===== config.mk =====
export PLATFORM = sky130hd
export DESIGN_NAME = fetch_load_top
export DESIGN_NICKNAME = d
export VERILOG_FILES = /design/src/design/axi_rd_pkg.sv /design/src/design/mem_req_pkg.sv /design/src/design/axi_rd_if.sv /design/src/design/line_refill.sv /design/src/design/load_unit.sv /design/src/design/rd_bus_arbiter.sv /design/src/design/fetch_load_top.sv
export VERILOG_INCLUDE_DIRS = /design/src /design/src/design
export SDC_FILE = /design/constraint.sdc
export NUM_CORES = 1
export LEC_CHECK = 0
export BUFFER_PORTS_ARGS = -buffer_cell sky130_fd_sc_hd__buf_4
export CAP_MARGIN = 20
export CORE_MARGIN = 2
export CORE_UTILIZATION = 52
export DETAILED_ROUTE_END_ITERATION = 10
export PLACE_DENSITY_LB_ADDON = 0.2
export SLEW_MARGIN = 20
export SYNTH_ARGS = -nofsm -noshare
export SYNTH_HDL_FRONTEND = slang
export SYNTH_SLANG_ARGS = --single-unit

===== constraint.sdc =====
create_clock -name clk -period 4 [get_ports clk]
set_clock_uncertainty 0.1 [all_clocks]
set_input_delay 0.8 -clock clk [delete_from_list [all_inputs] [get_ports clk]]
set_output_delay 0.8 -clock clk [all_outputs]
set_load 0.01 [all_outputs]

===== src/design/fetch_load_cfg.svh =====
`ifndef FETCH_LOAD_CFG_SVH
`define FETCH_LOAD_CFG_SVH

// byte address width
`define ADDR_W 32

// words per cache line, 2 to 16 as a power of two
`define LINE_WORDS 4

// start of the region the memory answers with SLVERR
`define ERR_BASE 32'hF000_0000

`endif


===== src/design/axi_rd_pkg.sv =====
`include "fetch_load_cfg.svh"

// AXI read channel field types, shared by every master and slave on the read path
package axi_rd_pkg;

	typedef logic [`ADDR_W-1:0] addr_t;  // byte address
	typedef logic [31:0] data_t;         // one data beat
	typedef logic [1:0] resp_t;
	typedef logic [7:0] len_t;           // beats minus one
	typedef logic [1:0] burst_t;
	typedef logic [2:0] size_t;          // log2 of bytes per beat

	// response codes
	localparam resp_t OKAY = 2'b00;
	localparam resp_t SLVERR = 2'b10;

	localparam burst_t INCR = 2'b01;  // incrementing burst

	// full word beat
	localparam size_t SIZE_WORD = 3'd2;
	localparam int BEAT_BYTES = 4;

endpackage


===== src/design/mem_req_pkg.sv =====
`include "fetch_load_cfg.svh"

// requester side types: cache line, load size and the state machines
package mem_req_pkg;

	// word 0 sits in the low bits
	typedef axi_rd_pkg::data_t [`LINE_WORDS-1:0] line_t;

	// same codes as AXI arsize, so the load unit forwards them as they are
	typedef enum logic [2:0] {
		LD_BYTE = 3'd0,
		LD_HALF = 3'd1,
		LD_WORD = 3'd2
	} ld_size_e;

	typedef enum logic [1:0] {
		RF_IDLE,
		RF_ADDR,  // arvalid out, waiting on arready
		RF_DATA   // collecting beats
	} refill_state_e;

	typedef enum logic [1:0] {
		LS_IDLE,
		LS_ADDR,
		LS_DATA
	} load_state_e;

	typedef enum logic [1:0] {
		ARB_IDLE,
		ARB_REFILL,  // refill engine owns the bus
		ARB_LOAD
	} arb_state_e;

endpackage


===== src/design/axi_rd_if.sv =====
`timescale 1ns/1ps

// AXI read address and read data channels
interface axi_rd_if;
	import axi_rd_pkg::*;

	addr_t araddr;
	logic arvalid;
	logic arready;
	len_t arlen;
	size_t arsize;
	burst_t arburst;

	data_t rdata;
	resp_t rresp;
	logic rvalid;
	logic rready;
	logic rlast;

	// requester side
	modport master (
		output araddr, arvalid, arlen, arsize, arburst, rready,
		input arready, rdata, rresp, rvalid, rlast
	);

	// memory side, or the arbiter facing one requester
	modport slave (
		input araddr, arvalid, arlen, arsize, arburst, rready,
		output arready, rdata, rresp, rvalid, rlast
	);

endinterface


===== src/design/line_refill.sv =====
`timescale 1ns/1ps
`include "fetch_load_cfg.svh"

// fetches one instruction cache line as a single INCR burst
module line_refill (
	input logic clk,
	input logic rst,
	input logic miss_valid,
	input axi_rd_pkg::addr_t miss_addr,
	output logic refill_busy,
	output logic refill_done,
	output mem_req_pkg::line_t refill_line,
	output logic refill_err,
	axi_rd_if.master bus
);
	import axi_rd_pkg::*;
	import mem_req_pkg::*;

	localparam int BEAT_W = $clog2(`LINE_WORDS);
	localparam int OFS_W = $clog2(`LINE_WORDS * BEAT_BYTES);  // byte offset inside a line

	refill_state_e state;
	addr_t line_addr;
	logic [BEAT_W-1:0] beat_cnt;  // next word slot to fill
	line_t line_q;
	logic err_q;
	logic done_q;
	logic beat;

	assign beat = bus.rvalid && bus.rready;

	always_ff @(posedge clk) begin
		if (rst) begin
			state <= RF_IDLE;
			done_q <= 1'b0;
		end else begin
			done_q <= 1'b0;
			case (state)
				RF_IDLE: begin
					if (miss_valid)
						state <= RF_ADDR;
				end
				RF_ADDR: begin
					if (bus.arready)
						state <= RF_DATA;
				end
				RF_DATA: begin
					if (beat && bus.rlast) begin
						state <= RF_IDLE;
						done_q <= 1'b1;  // busy drops on the same cycle
					end
				end
				default: state <= RF_IDLE;
			endcase
		end
	end

	// address capture and line assembly
	always_ff @(posedge clk) begin
		if (state == RF_IDLE && miss_valid) begin
			line_addr <= {miss_addr[`ADDR_W-1:OFS_W], {OFS_W{1'b0}}};
			beat_cnt <= '0;
			err_q <= 1'b0;
		end else if (beat) begin
			line_q[beat_cnt] <= bus.rdata;
			beat_cnt <= beat_cnt + 1'b1;
			err_q <= err_q | (bus.rresp != OKAY);  // any bad beat spoils the line
		end
	end

	assign bus.araddr = line_addr;
	assign bus.arvalid = (state == RF_ADDR);
	assign bus.arlen = len_t'(`LINE_WORDS - 1);
	assign bus.arsize = SIZE_WORD;
	assign bus.arburst = INCR;
	assign bus.rready = (state == RF_DATA);  // never back-pressures the slave

	assign refill_busy = (state != RF_IDLE);
	assign refill_done = done_q;
	assign refill_line = line_q;
	assign refill_err = err_q;

	// request must hold while the slave stalls arready
	a_ar_stable: assert property (@(posedge clk) disable iff (rst)
		bus.arvalid && !bus.arready |=> bus.arvalid && $stable(bus.araddr)
			&& $stable(bus.arlen));

	// slave and arbiter agree on the burst length
	a_rlast_pos: assert property (@(posedge clk) disable iff (rst)
		beat |-> (bus.rlast == (beat_cnt == BEAT_W'(`LINE_WORDS - 1))));

endmodule


===== src/design/load_unit.sv =====
`timescale 1ns/1ps
`include "fetch_load_cfg.svh"

// single-beat loads of byte, half or word, with alignment and extension
module load_unit (
	input logic clk,
	input logic rst,
	input logic load_valid,
	input axi_rd_pkg::addr_t load_addr,
	input mem_req_pkg::ld_size_e load_size,
	input logic load_signed,
	output logic load_busy,
	output logic load_done,
	output axi_rd_pkg::data_t load_data,
	output logic load_err,
	axi_rd_if.master bus
);
	import axi_rd_pkg::*;
	import mem_req_pkg::*;

	load_state_e state;
	addr_t word_addr;
	logic [1:0] ofs_q;  // byte lane within the word
	ld_size_e size_q;
	logic sign_q;
	data_t data_q;
	logic err_q;
	logic done_q;
	logic beat;
	logic [7:0] byte_sel;
	logic [15:0] half_sel;
	data_t ext;

	assign beat = bus.rvalid && bus.rready;

	always_ff @(posedge clk) begin
		if (rst) begin
			state <= LS_IDLE;
			done_q <= 1'b0;
		end else begin
			done_q <= beat;  // one beat per load
			case (state)
				LS_IDLE: begin
					if (load_valid)
						state <= LS_ADDR;
				end
				LS_ADDR: begin
					if (bus.arready)
						state <= LS_DATA;
				end
				LS_DATA: begin
					if (beat)
						state <= LS_IDLE;
				end
				default: state <= LS_IDLE;
			endcase
		end
	end

	// pick the lane, misaligned halves round down
	always_comb begin
		byte_sel = bus.rdata[{ofs_q, 3'b000} +: 8];
		half_sel = bus.rdata[{ofs_q[1], 4'b0000} +: 16];
		case (size_q)
			LD_BYTE: ext = {{24{sign_q & byte_sel[7]}}, byte_sel};
			LD_HALF: ext = {{16{sign_q & half_sel[15]}}, half_sel};
			default: ext = bus.rdata;
		endcase
	end

	always_ff @(posedge clk) begin
		if (state == LS_IDLE && load_valid) begin
			word_addr <= {load_addr[`ADDR_W-1:2], 2'b00};
			ofs_q <= load_addr[1:0];
			size_q <= load_size;
			sign_q <= load_signed;
		end
		if (beat) begin
			data_q <= ext;
			err_q <= (bus.rresp != OKAY);
		end
	end

	assign bus.araddr = word_addr;
	assign bus.arvalid = (state == LS_ADDR);
	assign bus.arlen = '0;
	assign bus.arsize = size_t'(size_q);  // enum codes match AXI
	assign bus.arburst = INCR;
	assign bus.rready = (state == LS_DATA);

	assign load_busy = (state != LS_IDLE);
	assign load_done = done_q;
	assign load_data = data_q;
	assign load_err = err_q;

	// an out of range size from the core must never reach the bus
	a_size_legal: assert property (@(posedge clk) disable iff (rst)
		bus.arvalid |-> bus.arsize <= SIZE_WORD);

	// single beat, so the slave must mark it last
	a_single_beat: assert property (@(posedge clk) disable iff (rst)
		beat |-> bus.rlast);

endmodule


===== src/design/rd_bus_arbiter.sv =====
`timescale 1ns/1ps

// fixed priority read arbiter giving the refill engine the first pick
module rd_bus_arbiter (
	input logic clk,
	input logic rst,
	axi_rd_if.slave refill_port,
	axi_rd_if.slave load_port,
	output axi_rd_pkg::addr_t m_araddr,
	output logic m_arvalid,
	input logic m_arready,
	output axi_rd_pkg::len_t m_arlen,
	output axi_rd_pkg::size_t m_arsize,
	output axi_rd_pkg::burst_t m_arburst,
	input axi_rd_pkg::data_t m_rdata,
	input axi_rd_pkg::resp_t m_rresp,
	input logic m_rvalid,
	output logic m_rready,
	input logic m_rlast
);
	import axi_rd_pkg::*;
	import mem_req_pkg::*;

	arb_state_e state;
	arb_state_e next_state;
	logic last_beat;  // granted master takes its final beat

	// loads are single beat, so any accepted beat ends them
	assign last_beat = m_rvalid && m_rready && (m_rlast || state == ARB_LOAD);

	always_comb begin
		next_state = state;
		case (state)
			ARB_IDLE: begin
				if (refill_port.arvalid)
					next_state = ARB_REFILL;
				else if (load_port.arvalid)
					next_state = ARB_LOAD;
			end
			ARB_REFILL, ARB_LOAD: begin
				if (last_beat)
					next_state = ARB_IDLE;  // one idle cycle follows
			end
			default: next_state = ARB_IDLE;
		endcase
	end

	always_ff @(posedge clk) begin
		if (rst)
			state <= ARB_IDLE;
		else
			state <= next_state;
	end

	// the loser sees a quiet channel
	always_comb begin
		m_araddr = '0;
		m_arvalid = 1'b0;
		m_arlen = '0;
		m_arsize = '0;
		m_arburst = '0;
		m_rready = 1'b0;

		refill_port.arready = 1'b0;
		refill_port.rdata = '0;
		refill_port.rresp = OKAY;
		refill_port.rvalid = 1'b0;
		refill_port.rlast = 1'b0;

		load_port.arready = 1'b0;
		load_port.rdata = '0;
		load_port.rresp = OKAY;
		load_port.rvalid = 1'b0;
		load_port.rlast = 1'b0;

		case (state)
			ARB_REFILL: begin
				m_araddr = refill_port.araddr;
				m_arvalid = refill_port.arvalid;
				m_arlen = refill_port.arlen;
				m_arsize = refill_port.arsize;
				m_arburst = refill_port.arburst;
				m_rready = refill_port.rready;
				refill_port.arready = m_arready;
				refill_port.rdata = m_rdata;
				refill_port.rresp = m_rresp;
				refill_port.rvalid = m_rvalid;
				refill_port.rlast = m_rlast;
			end
			ARB_LOAD: begin
				m_araddr = load_port.araddr;
				m_arvalid = load_port.arvalid;
				m_arlen = load_port.arlen;
				m_arsize = load_port.arsize;
				m_arburst = load_port.arburst;
				m_rready = load_port.rready;
				load_port.arready = m_arready;
				load_port.rdata = m_rdata;
				load_port.rresp = m_rresp;
				load_port.rvalid = m_rvalid;
				load_port.rlast = m_rlast;
			end
			default: ;
		endcase
	end

	a_idle_quiet: assert property (@(posedge clk) disable iff (rst)
		state == ARB_IDLE |-> !m_arvalid);

	// a granted master keeps the bus until a beat marked last is taken
	a_grant_hold: assert property (@(posedge clk) disable iff (rst)
		state != ARB_IDLE && !(m_rvalid && m_rready && m_rlast) |=> state == $past(state));

endmodule


===== src/design/fetch_load_top.sv =====
`timescale 1ns/1ps

// read-side memory front end: line refill and load unit sharing one AXI read port
module fetch_load_top (
	input logic clk,
	input logic rst,

	input logic miss_valid,
	input axi_rd_pkg::addr_t miss_addr,
	output logic refill_busy,
	output logic refill_done,
	output mem_req_pkg::line_t refill_line,
	output logic refill_err,

	input logic load_valid,
	input axi_rd_pkg::addr_t load_addr,
	input mem_req_pkg::ld_size_e load_size,
	input logic load_signed,
	output logic load_busy,
	output logic load_done,
	output axi_rd_pkg::data_t load_data,
	output logic load_err,

	output axi_rd_pkg::addr_t m_araddr,
	output logic m_arvalid,
	input logic m_arready,
	output axi_rd_pkg::len_t m_arlen,
	output axi_rd_pkg::size_t m_arsize,
	output axi_rd_pkg::burst_t m_arburst,
	input axi_rd_pkg::data_t m_rdata,
	input axi_rd_pkg::resp_t m_rresp,
	input logic m_rvalid,
	output logic m_rready,
	input logic m_rlast
);

	axi_rd_if refill_bus ();
	axi_rd_if load_bus ();

	line_refill u_refill (
		.clk(clk),
		.rst(rst),
		.miss_valid(miss_valid),
		.miss_addr(miss_addr),
		.refill_busy(refill_busy),
		.refill_done(refill_done),
		.refill_line(refill_line),
		.refill_err(refill_err),
		.bus(refill_bus.master)
	);

	load_unit u_load (
		.clk(clk),
		.rst(rst),
		.load_valid(load_valid),
		.load_addr(load_addr),
		.load_size(load_size),
		.load_signed(load_signed),
		.load_busy(load_busy),
		.load_done(load_done),
		.load_data(load_data),
		.load_err(load_err),
		.bus(load_bus.master)
	);

	rd_bus_arbiter u_arb (
		.clk(clk),
		.rst(rst),
		.refill_port(refill_bus.slave),
		.load_port(load_bus.slave),
		.m_araddr(m_araddr),
		.m_arvalid(m_arvalid),
		.m_arready(m_arready),
		.m_arlen(m_arlen),
		.m_arsize(m_arsize),
		.m_arburst(m_arburst),
		.m_rdata(m_rdata),
		.m_rresp(m_rresp),
		.m_rvalid(m_rvalid),
		.m_rready(m_rready),
		.m_rlast(m_rlast)
	);

endmodule


## After elaboration in Yosys (flattened, before gate mapping)

Index checks and enable logic that the tools add are counted.

| cells by class | value |
|---|---|
| add/subtract/negate cells | 1 |
| $lt $le $gt $ge | 2 |
| equality and inequality tests | 15 |
| shift operators | 2 |
| muxes and demuxes | 32 |
| bitwise operators | 5 |
| reduce and logical (&&, ||, !) cells | 23 |

Operators by type and width:

| kind | count |
|---|---|
| 128-bit bitwise mux | 1 |
| 32-bit one-hot mux with 2 select lines | 2 |
| 32-bit 2-to-1 mux | 3 |
| 32-bit demux with 2-bit select | 1 |
| 32-bit by 6-bit variable part select with 16-bit output | 1 |
| 32-bit by 6-bit variable part select with 8-bit output | 1 |
| 2-bit 2-to-1 mux | 12 |
| 2-bit != test, second input constant | 6 |
| 2-bit one-hot mux with 3 select lines | 2 |
| 1-bit logical AND | 8 |
| 2-bit nonzero test | 4 |
| 1-bit 2-to-1 mux | 7 |
| 2-bit by 1-bit equality test with 1-bit output, second input constant | 3 |
| 2-bit equality test, second input constant | 3 |
| 2-bit logical NOT | 3 |
| 3-bit one-hot mux with 2 select lines | 1 |
| 3-bit AND reduction | 2 |
| 1-bit one-hot mux with 2 select lines | 2 |
| 2-bit one-hot mux with 2 select lines | 1 |
| 2-bit AND reduction | 2 |
| 2-bit OR reduction | 2 |
| 3-bit by 1-bit equality test with 1-bit output, second input constant | 1 |
| 3-bit logical NOT | 1 |
| 2-bit by 3-bit < comparator with 1-bit output, second input constant | 1 |
| other kinds (8) | 10 |

| word-level totals | value |
|---|---|
| bits in registers | 236 |
| input port bits | 109 |
| output and inout port bits | 213 |
| logic and storage cells | 98 |

## Longest topological paths before layout

| depth | value |
|---|---|
| depth in word-level cells | 6 |
| gate-level depth with buffers | 7 |
| gate-level depth less buffers | 6 |

## By module

A second synthesis with hierarchy kept.

| second synthesis, totals | value |
|---|---|
| cells, all modules | 628 |
| area, all modules | 9515.4 um2 |

Modules (own cells, without submodules):

| module | times used | cells an instance | area each (um2) | seq. area each (um2) |
|---|---|---|---|---|
| line_refill | 1 | 218 | 5181.2 | 4804.6 |
| load_unit | 1 | 202 | 2931.6 | 2132.0 |
| rd_bus_arbiter | 1 | 208 | 1402.6 | 40.0 |

## Worst setup path after synthesis

No wires, ideal clock.

| path | value |
|---|---|
| kind | input to register |
| from | input load_valid |
| to | register u_load.word_addr[10], in the netlist u_load.bus.araddr[10] (enable) |
| library setup time | 0.429 ns |
| arrival time | 2.350 ns |
| data required time | 3.471 ns |
| path slack | 1.121 ns |
| stages on the path | 2 |
| buffers on the path | 0 |
| cell sequence | inv_1 > nor2_1 |

| on the way | value |
|---|---|
| cells in the longest elaborated chain, start to end | 1 |

RTL lines:

| what | line | text |
|---|---|---|
| start, declared | fetch_load_top.sv:15 | `input logic load_valid,` |
| 1-bit logical AND | load_unit.sv:72 | `if (state == LS_IDLE && load_valid) begin` |
| end signal, assigned | load_unit.sv:73 | `` word_addr <= {load_addr[`ADDR_W-1:2], 2'b00}; `` |
| end, declared | load_unit.sv:22 | `addr_t word_addr;` |

No other way between the ends.
A chain may end at the register's enable or synchronous reset.

## Worst setup path in the final report

| path | value |
|---|---|
| from | register u_arb.state[0] |
| to | output m_araddr[22] |

| on the way | value |
|---|---|
| cells in the longest elaborated chain, start to end | 2 |
| elaborated cells on any way between the ends | 3 |
| classes of those cells | eq/ne: 2; mux: 1 |

RTL lines:

| what | line | text |
|---|---|---|
| start, declared | rd_bus_arbiter.sv:24 | `arb_state_e state;` |
| start signal, assigned | rd_bus_arbiter.sv:52 | `state <= next_state;` |
| 2-bit equality test / 2-bit by 1-bit equality test with 1-bit output (equally long branches) | rd_bus_arbiter.sv:76 | `case (state)` |
| 32-bit one-hot mux with 2 select lines * | rd_bus_arbiter.sv:76 |  |
| end, declared | fetch_load_top.sv:24 | `output axi_rd_pkg::addr_t m_araddr,` |

Mark *: on every way between the ends. The rest lies on a longest branch, timed or not.

==> flow_metrics.py <==
metrics = {
    "synthesis": {
        "ys_ff_latch": 236,
        "synthCells": 506,
        "synth-compound-area-share_pct": 8.615,
        "synthXorXnorAreaFrac_pct": 0.09952,
        "synth_simple_gate_area_share_pct": 6.724,
        "yosysWarnings": 0,
        "synthAdderAreaFrac_pct": 1.137,
        "ys_seq_area_share_pct": 79.27,
        "yosysUniqueCellTypes": 50,
        "synth_mux_area_share_pct": 1.422,
        "synth-edff-count": 225,
        "syn_area_sq_um": 8801,
        "postSynthAreaPerCell_sq_um": 17.39,
        "synth_top_family_by_area": "compound AO/OA/AOI/OAI gates",
        "synth-main-ff-cell": "edfxtp_1",
        "async_flop_share_pct": 0,
    },
    "sta": {
        "fmaxAchievable_mhz": 302.9,
        "finalSetupTns_ps": 0,
        "setup_viol": 0,
        "hold_violations": 0,
        "period_needed_ps": 3301,
        "worst_slew_pin_slew_ps": 1031,
        "rsz0062_at_grt": "false",
        "relSlewSlack_pct": 31.11,
        "slew_viol_final": 0,
        "period_share_pct": 82.53,
    },
    "clock_network": {
        "cts_buffer_depth": 3,
        "htree_levels": 1,
        "cts_hold_buffers": 0,
        "path_clk_slew_ps": 60,
        "cts_buffers": 24,
        "ctsRootBufferMaster": "clkbuf_16",
        "cts_setup_buffers": 0,
        "clock_latency_ps": 500,
        "ctsResizeCount": 0,
        "cts_tree": "yes",
        "cts_sinks": 236,
    },
    "routing": {
        "first_iter_violations": 512,
        "drt_first_pass_iters": 5,
        "num_vias": 5762,
        "vias_per_cell": 5.431,
        "drc": 0,
        "wl_per_cell_um": 20.59,
        "postRouteAntennaNets": 0,
        "routed_wl_um": 21850,
    },
    "grt": {
        "grt_util_all_layers_pct": 23.76,
        "grt_max_degree": 37,
        "antenna_found_initial": 0,
        "grt_pass1_vias": 5869,
        "grt_overflow_total": 0,
        "grt_pass1_wl_um": 32290,
    },
    "final_layout": {
        "postLayoutCellArea_sq_um": 12040,
        "final_nets": 942,
        "drive_gt1_share_pct": 43.64,
        "n_fill_cell": 1068,
        "area_growth_pct": 36.85,
        "final_cells": 1061,
        "layout_common_cells": "317 x buf_4, 225 x edfxtp_1, 38 x and2_1",
        "final_common_cell": "buf_4",
        "antenna_cells": 0,
    },
    "hold_path": {
        "hp-class": "reg2reg",
        "min-delay-start": "u_refill.refill_err",
    },
    "status": {
        "status": "finished, final reports clean",
    },
    "power_and_ir_drop": {
        "ir_worst_vdd_mv": 0.4168,
        "powerDensity_nw_per_um2": 456.2,
        "p_leak_nw": 4.903,
        "finalPower_mw": 5.495,
    },
    "critical_path": {
        "crit_type": "reg2out",
        "cp.arrival_ps": 2400,
        "r2r-start": "u_arb.state[1]",
        "path_max_fanout": 29,
        "critPathLaunchType": "register",
        "critPathLaunch": "u_arb.state[0]",
        "crit_chain": "inv_1 -> ha_1 -> inv_1 -> nor2_2 -> buf_4 -> a22o_1 -> buf_4",
        "endpoint_kind": "output pin",
        "critPathMaxStageDelay_ps": 420,
        "worst_path_max_delay_cell": "ha_1",
        "worstPathRequired_ps": 3100,
    },
    "placed_design": {
        "dp_hpwl_um": 15290,
        "place_congestion": 0.8024,
        "port_buffers": 308,
        "placed_cell_area_sq_um": 11310,
        "post-place-cells": 1019,
    },
    "floorplanning": {
        "pin_count": 322,
        "die_h_um": 134.1,
        "die_w_um": 134.1,
        "core_sq_um": 16580,
        "dieArea_sq_um": 17980,
        "initial_core_util_pct": 53.07,
        "placementRows": 47,
    },
    "job": {
        "drv_cap": 0,
    },
}
## registers in the layout (all words and copies together), names as in the netlist
| signal | flops |
|---|---|
| u_refill.bus.araddr | 28 |
| u_refill.refill_line | 128 |
| u_refill.refill_done | 1 |
| u_load.load_done | 1 |
| u_arb.state | 2 |
| u_refill.beat_cnt | 2 |
| u_refill.refill_err | 1 |
| u_refill.state | 2 |
| u_load.load_err | 1 |
| u_load.bus.araddr | 30 |
| u_load.load_data | 32 |
| u_load.bus.arsize | 3 |
| u_load.ofs_q | 2 |
| u_load.sign_q | 1 |
| u_load.state | 2 |
## worst paths after layout
path                                                  to  slack [ps]  cells after the start
worst max register to register  u_refill.refill_line[98]        1240                      6
worst max-delay path                        m_araddr[22]         700                      7
worst min-delay path                 u_refill.refill_err         350                      2
worst min register to register       u_refill.refill_err         350                      2
## Yosys cell counts (all sizes together), types with 4 or more instances
| cell type | n | area, sq um |
|---|---|---|
| nand2 | 8 | 30.03 |
| mux2 | 5 | 56.30 |
| nand4 | 5 | 37.53 |
| o21bai | 4 | 30.03 |
| clkbuf | 9 | 33.78 |
| inv | 13 | 48.80 |
| and3 | 5 | 31.28 |
| nor2b | 4 | 25.02 |
| a22oi | 9 | 67.56 |
| nor3 | 5 | 30.03 |
| nand3 | 18 | 90.09 |
| and2 | 38 | 237.7 |
| o21ai | 8 | 43.79 |
| nor2 | 16 | 62.56 |
| a21o | 17 | 127.6 |
| buf | 23 | 153.9 |
| edfxtp | 225 | 6756 |
| a22o | 28 | 245.2 |
| ha | 8 | 100.1 |
| a211oi | 4 | 40.03 |
| a21oi | 15 | 75.07 |
| a31oi | 4 | 25.02 |
| dfxtp | 11 | 220.2 |
## cell type report
| cell class | instances | area, sq um | share of cell area [%] |
|---|---|---|---|
| Tap cell | 220 | 275.3 | 2.285 |
| Clock buffer | 36 | 676.9 | 5.620 |
| Multi-Input combinational cell | 233 | 1634 | 13.57 |
| Sequential cell | 236 | 6977 | 57.93 |
| Clock inverter | 6 | 52.55 | 0.4363 |
| Timing Repair Buffer | 317 | 2380 | 19.76 |
| Inverter | 13 | 48.80 | 0.4052 |
## power breakdown
group | total [mW] | switching (mW) | internal, mW | leakage [nW]
registers | 2.84 | 0.0315 | 2.81 | 2.18
clock network | 2.07 | 0.843 | 1.23 | 0.356
logic | 0.581 | 0.334 | 0.247 | 2.37
total | 5.49 | 1.21 | 4.29 | 4.90
## per-stage QoR
stage                     util (%)  hold slack (ps)  setup WS, ps
after global placement       68.21            338.1          1218
after CTS                    72.61            357.6         666.8
after floorplan                  -            326.8          1121
final                        72.63            351.5         698.8
after global routing         72.63            350.6         509.9
after detailed placement     68.21            349.3          1196
## worst max-delay path: cells and delay by family (launching register included)
kind            cells  cell delay [ps]
buf+inv             4              720
fa+ha+maj           1              420
flops               1              370
compound gates      1              260
simple gates        1              120
## cell families (layout without fill, tap and decap cells)
group,after synthesis,after routing
DFF,236,236
and+or+nand+nor,105,105
AOI/OAI and AO/OA,101,101
buffers and inverters,45,372
muxes,9,9
adders and majority gates,8,8
other,1,9
xor gates and xnor gates,1,1
## layer usage
| metal | GRT usage [%] | up-vias | wire (um) | part of all wire (%) |
|---|---|---|---|---|
| met1 | 27.86 | 2798 | 7725 | 35 |
| met2 | 42.39 | 339 | 11280 | 52 |
| li1 | - | 2578 | - | - |
| met3 | 6.916 | 47 | 2286 | 10 |
| met4 | 7.485 | 0 | 561 | 2.6 |
| met5 | 0 | - | 0 | 0 |
No activity file was read; power rests on OpenSTA's default activity.
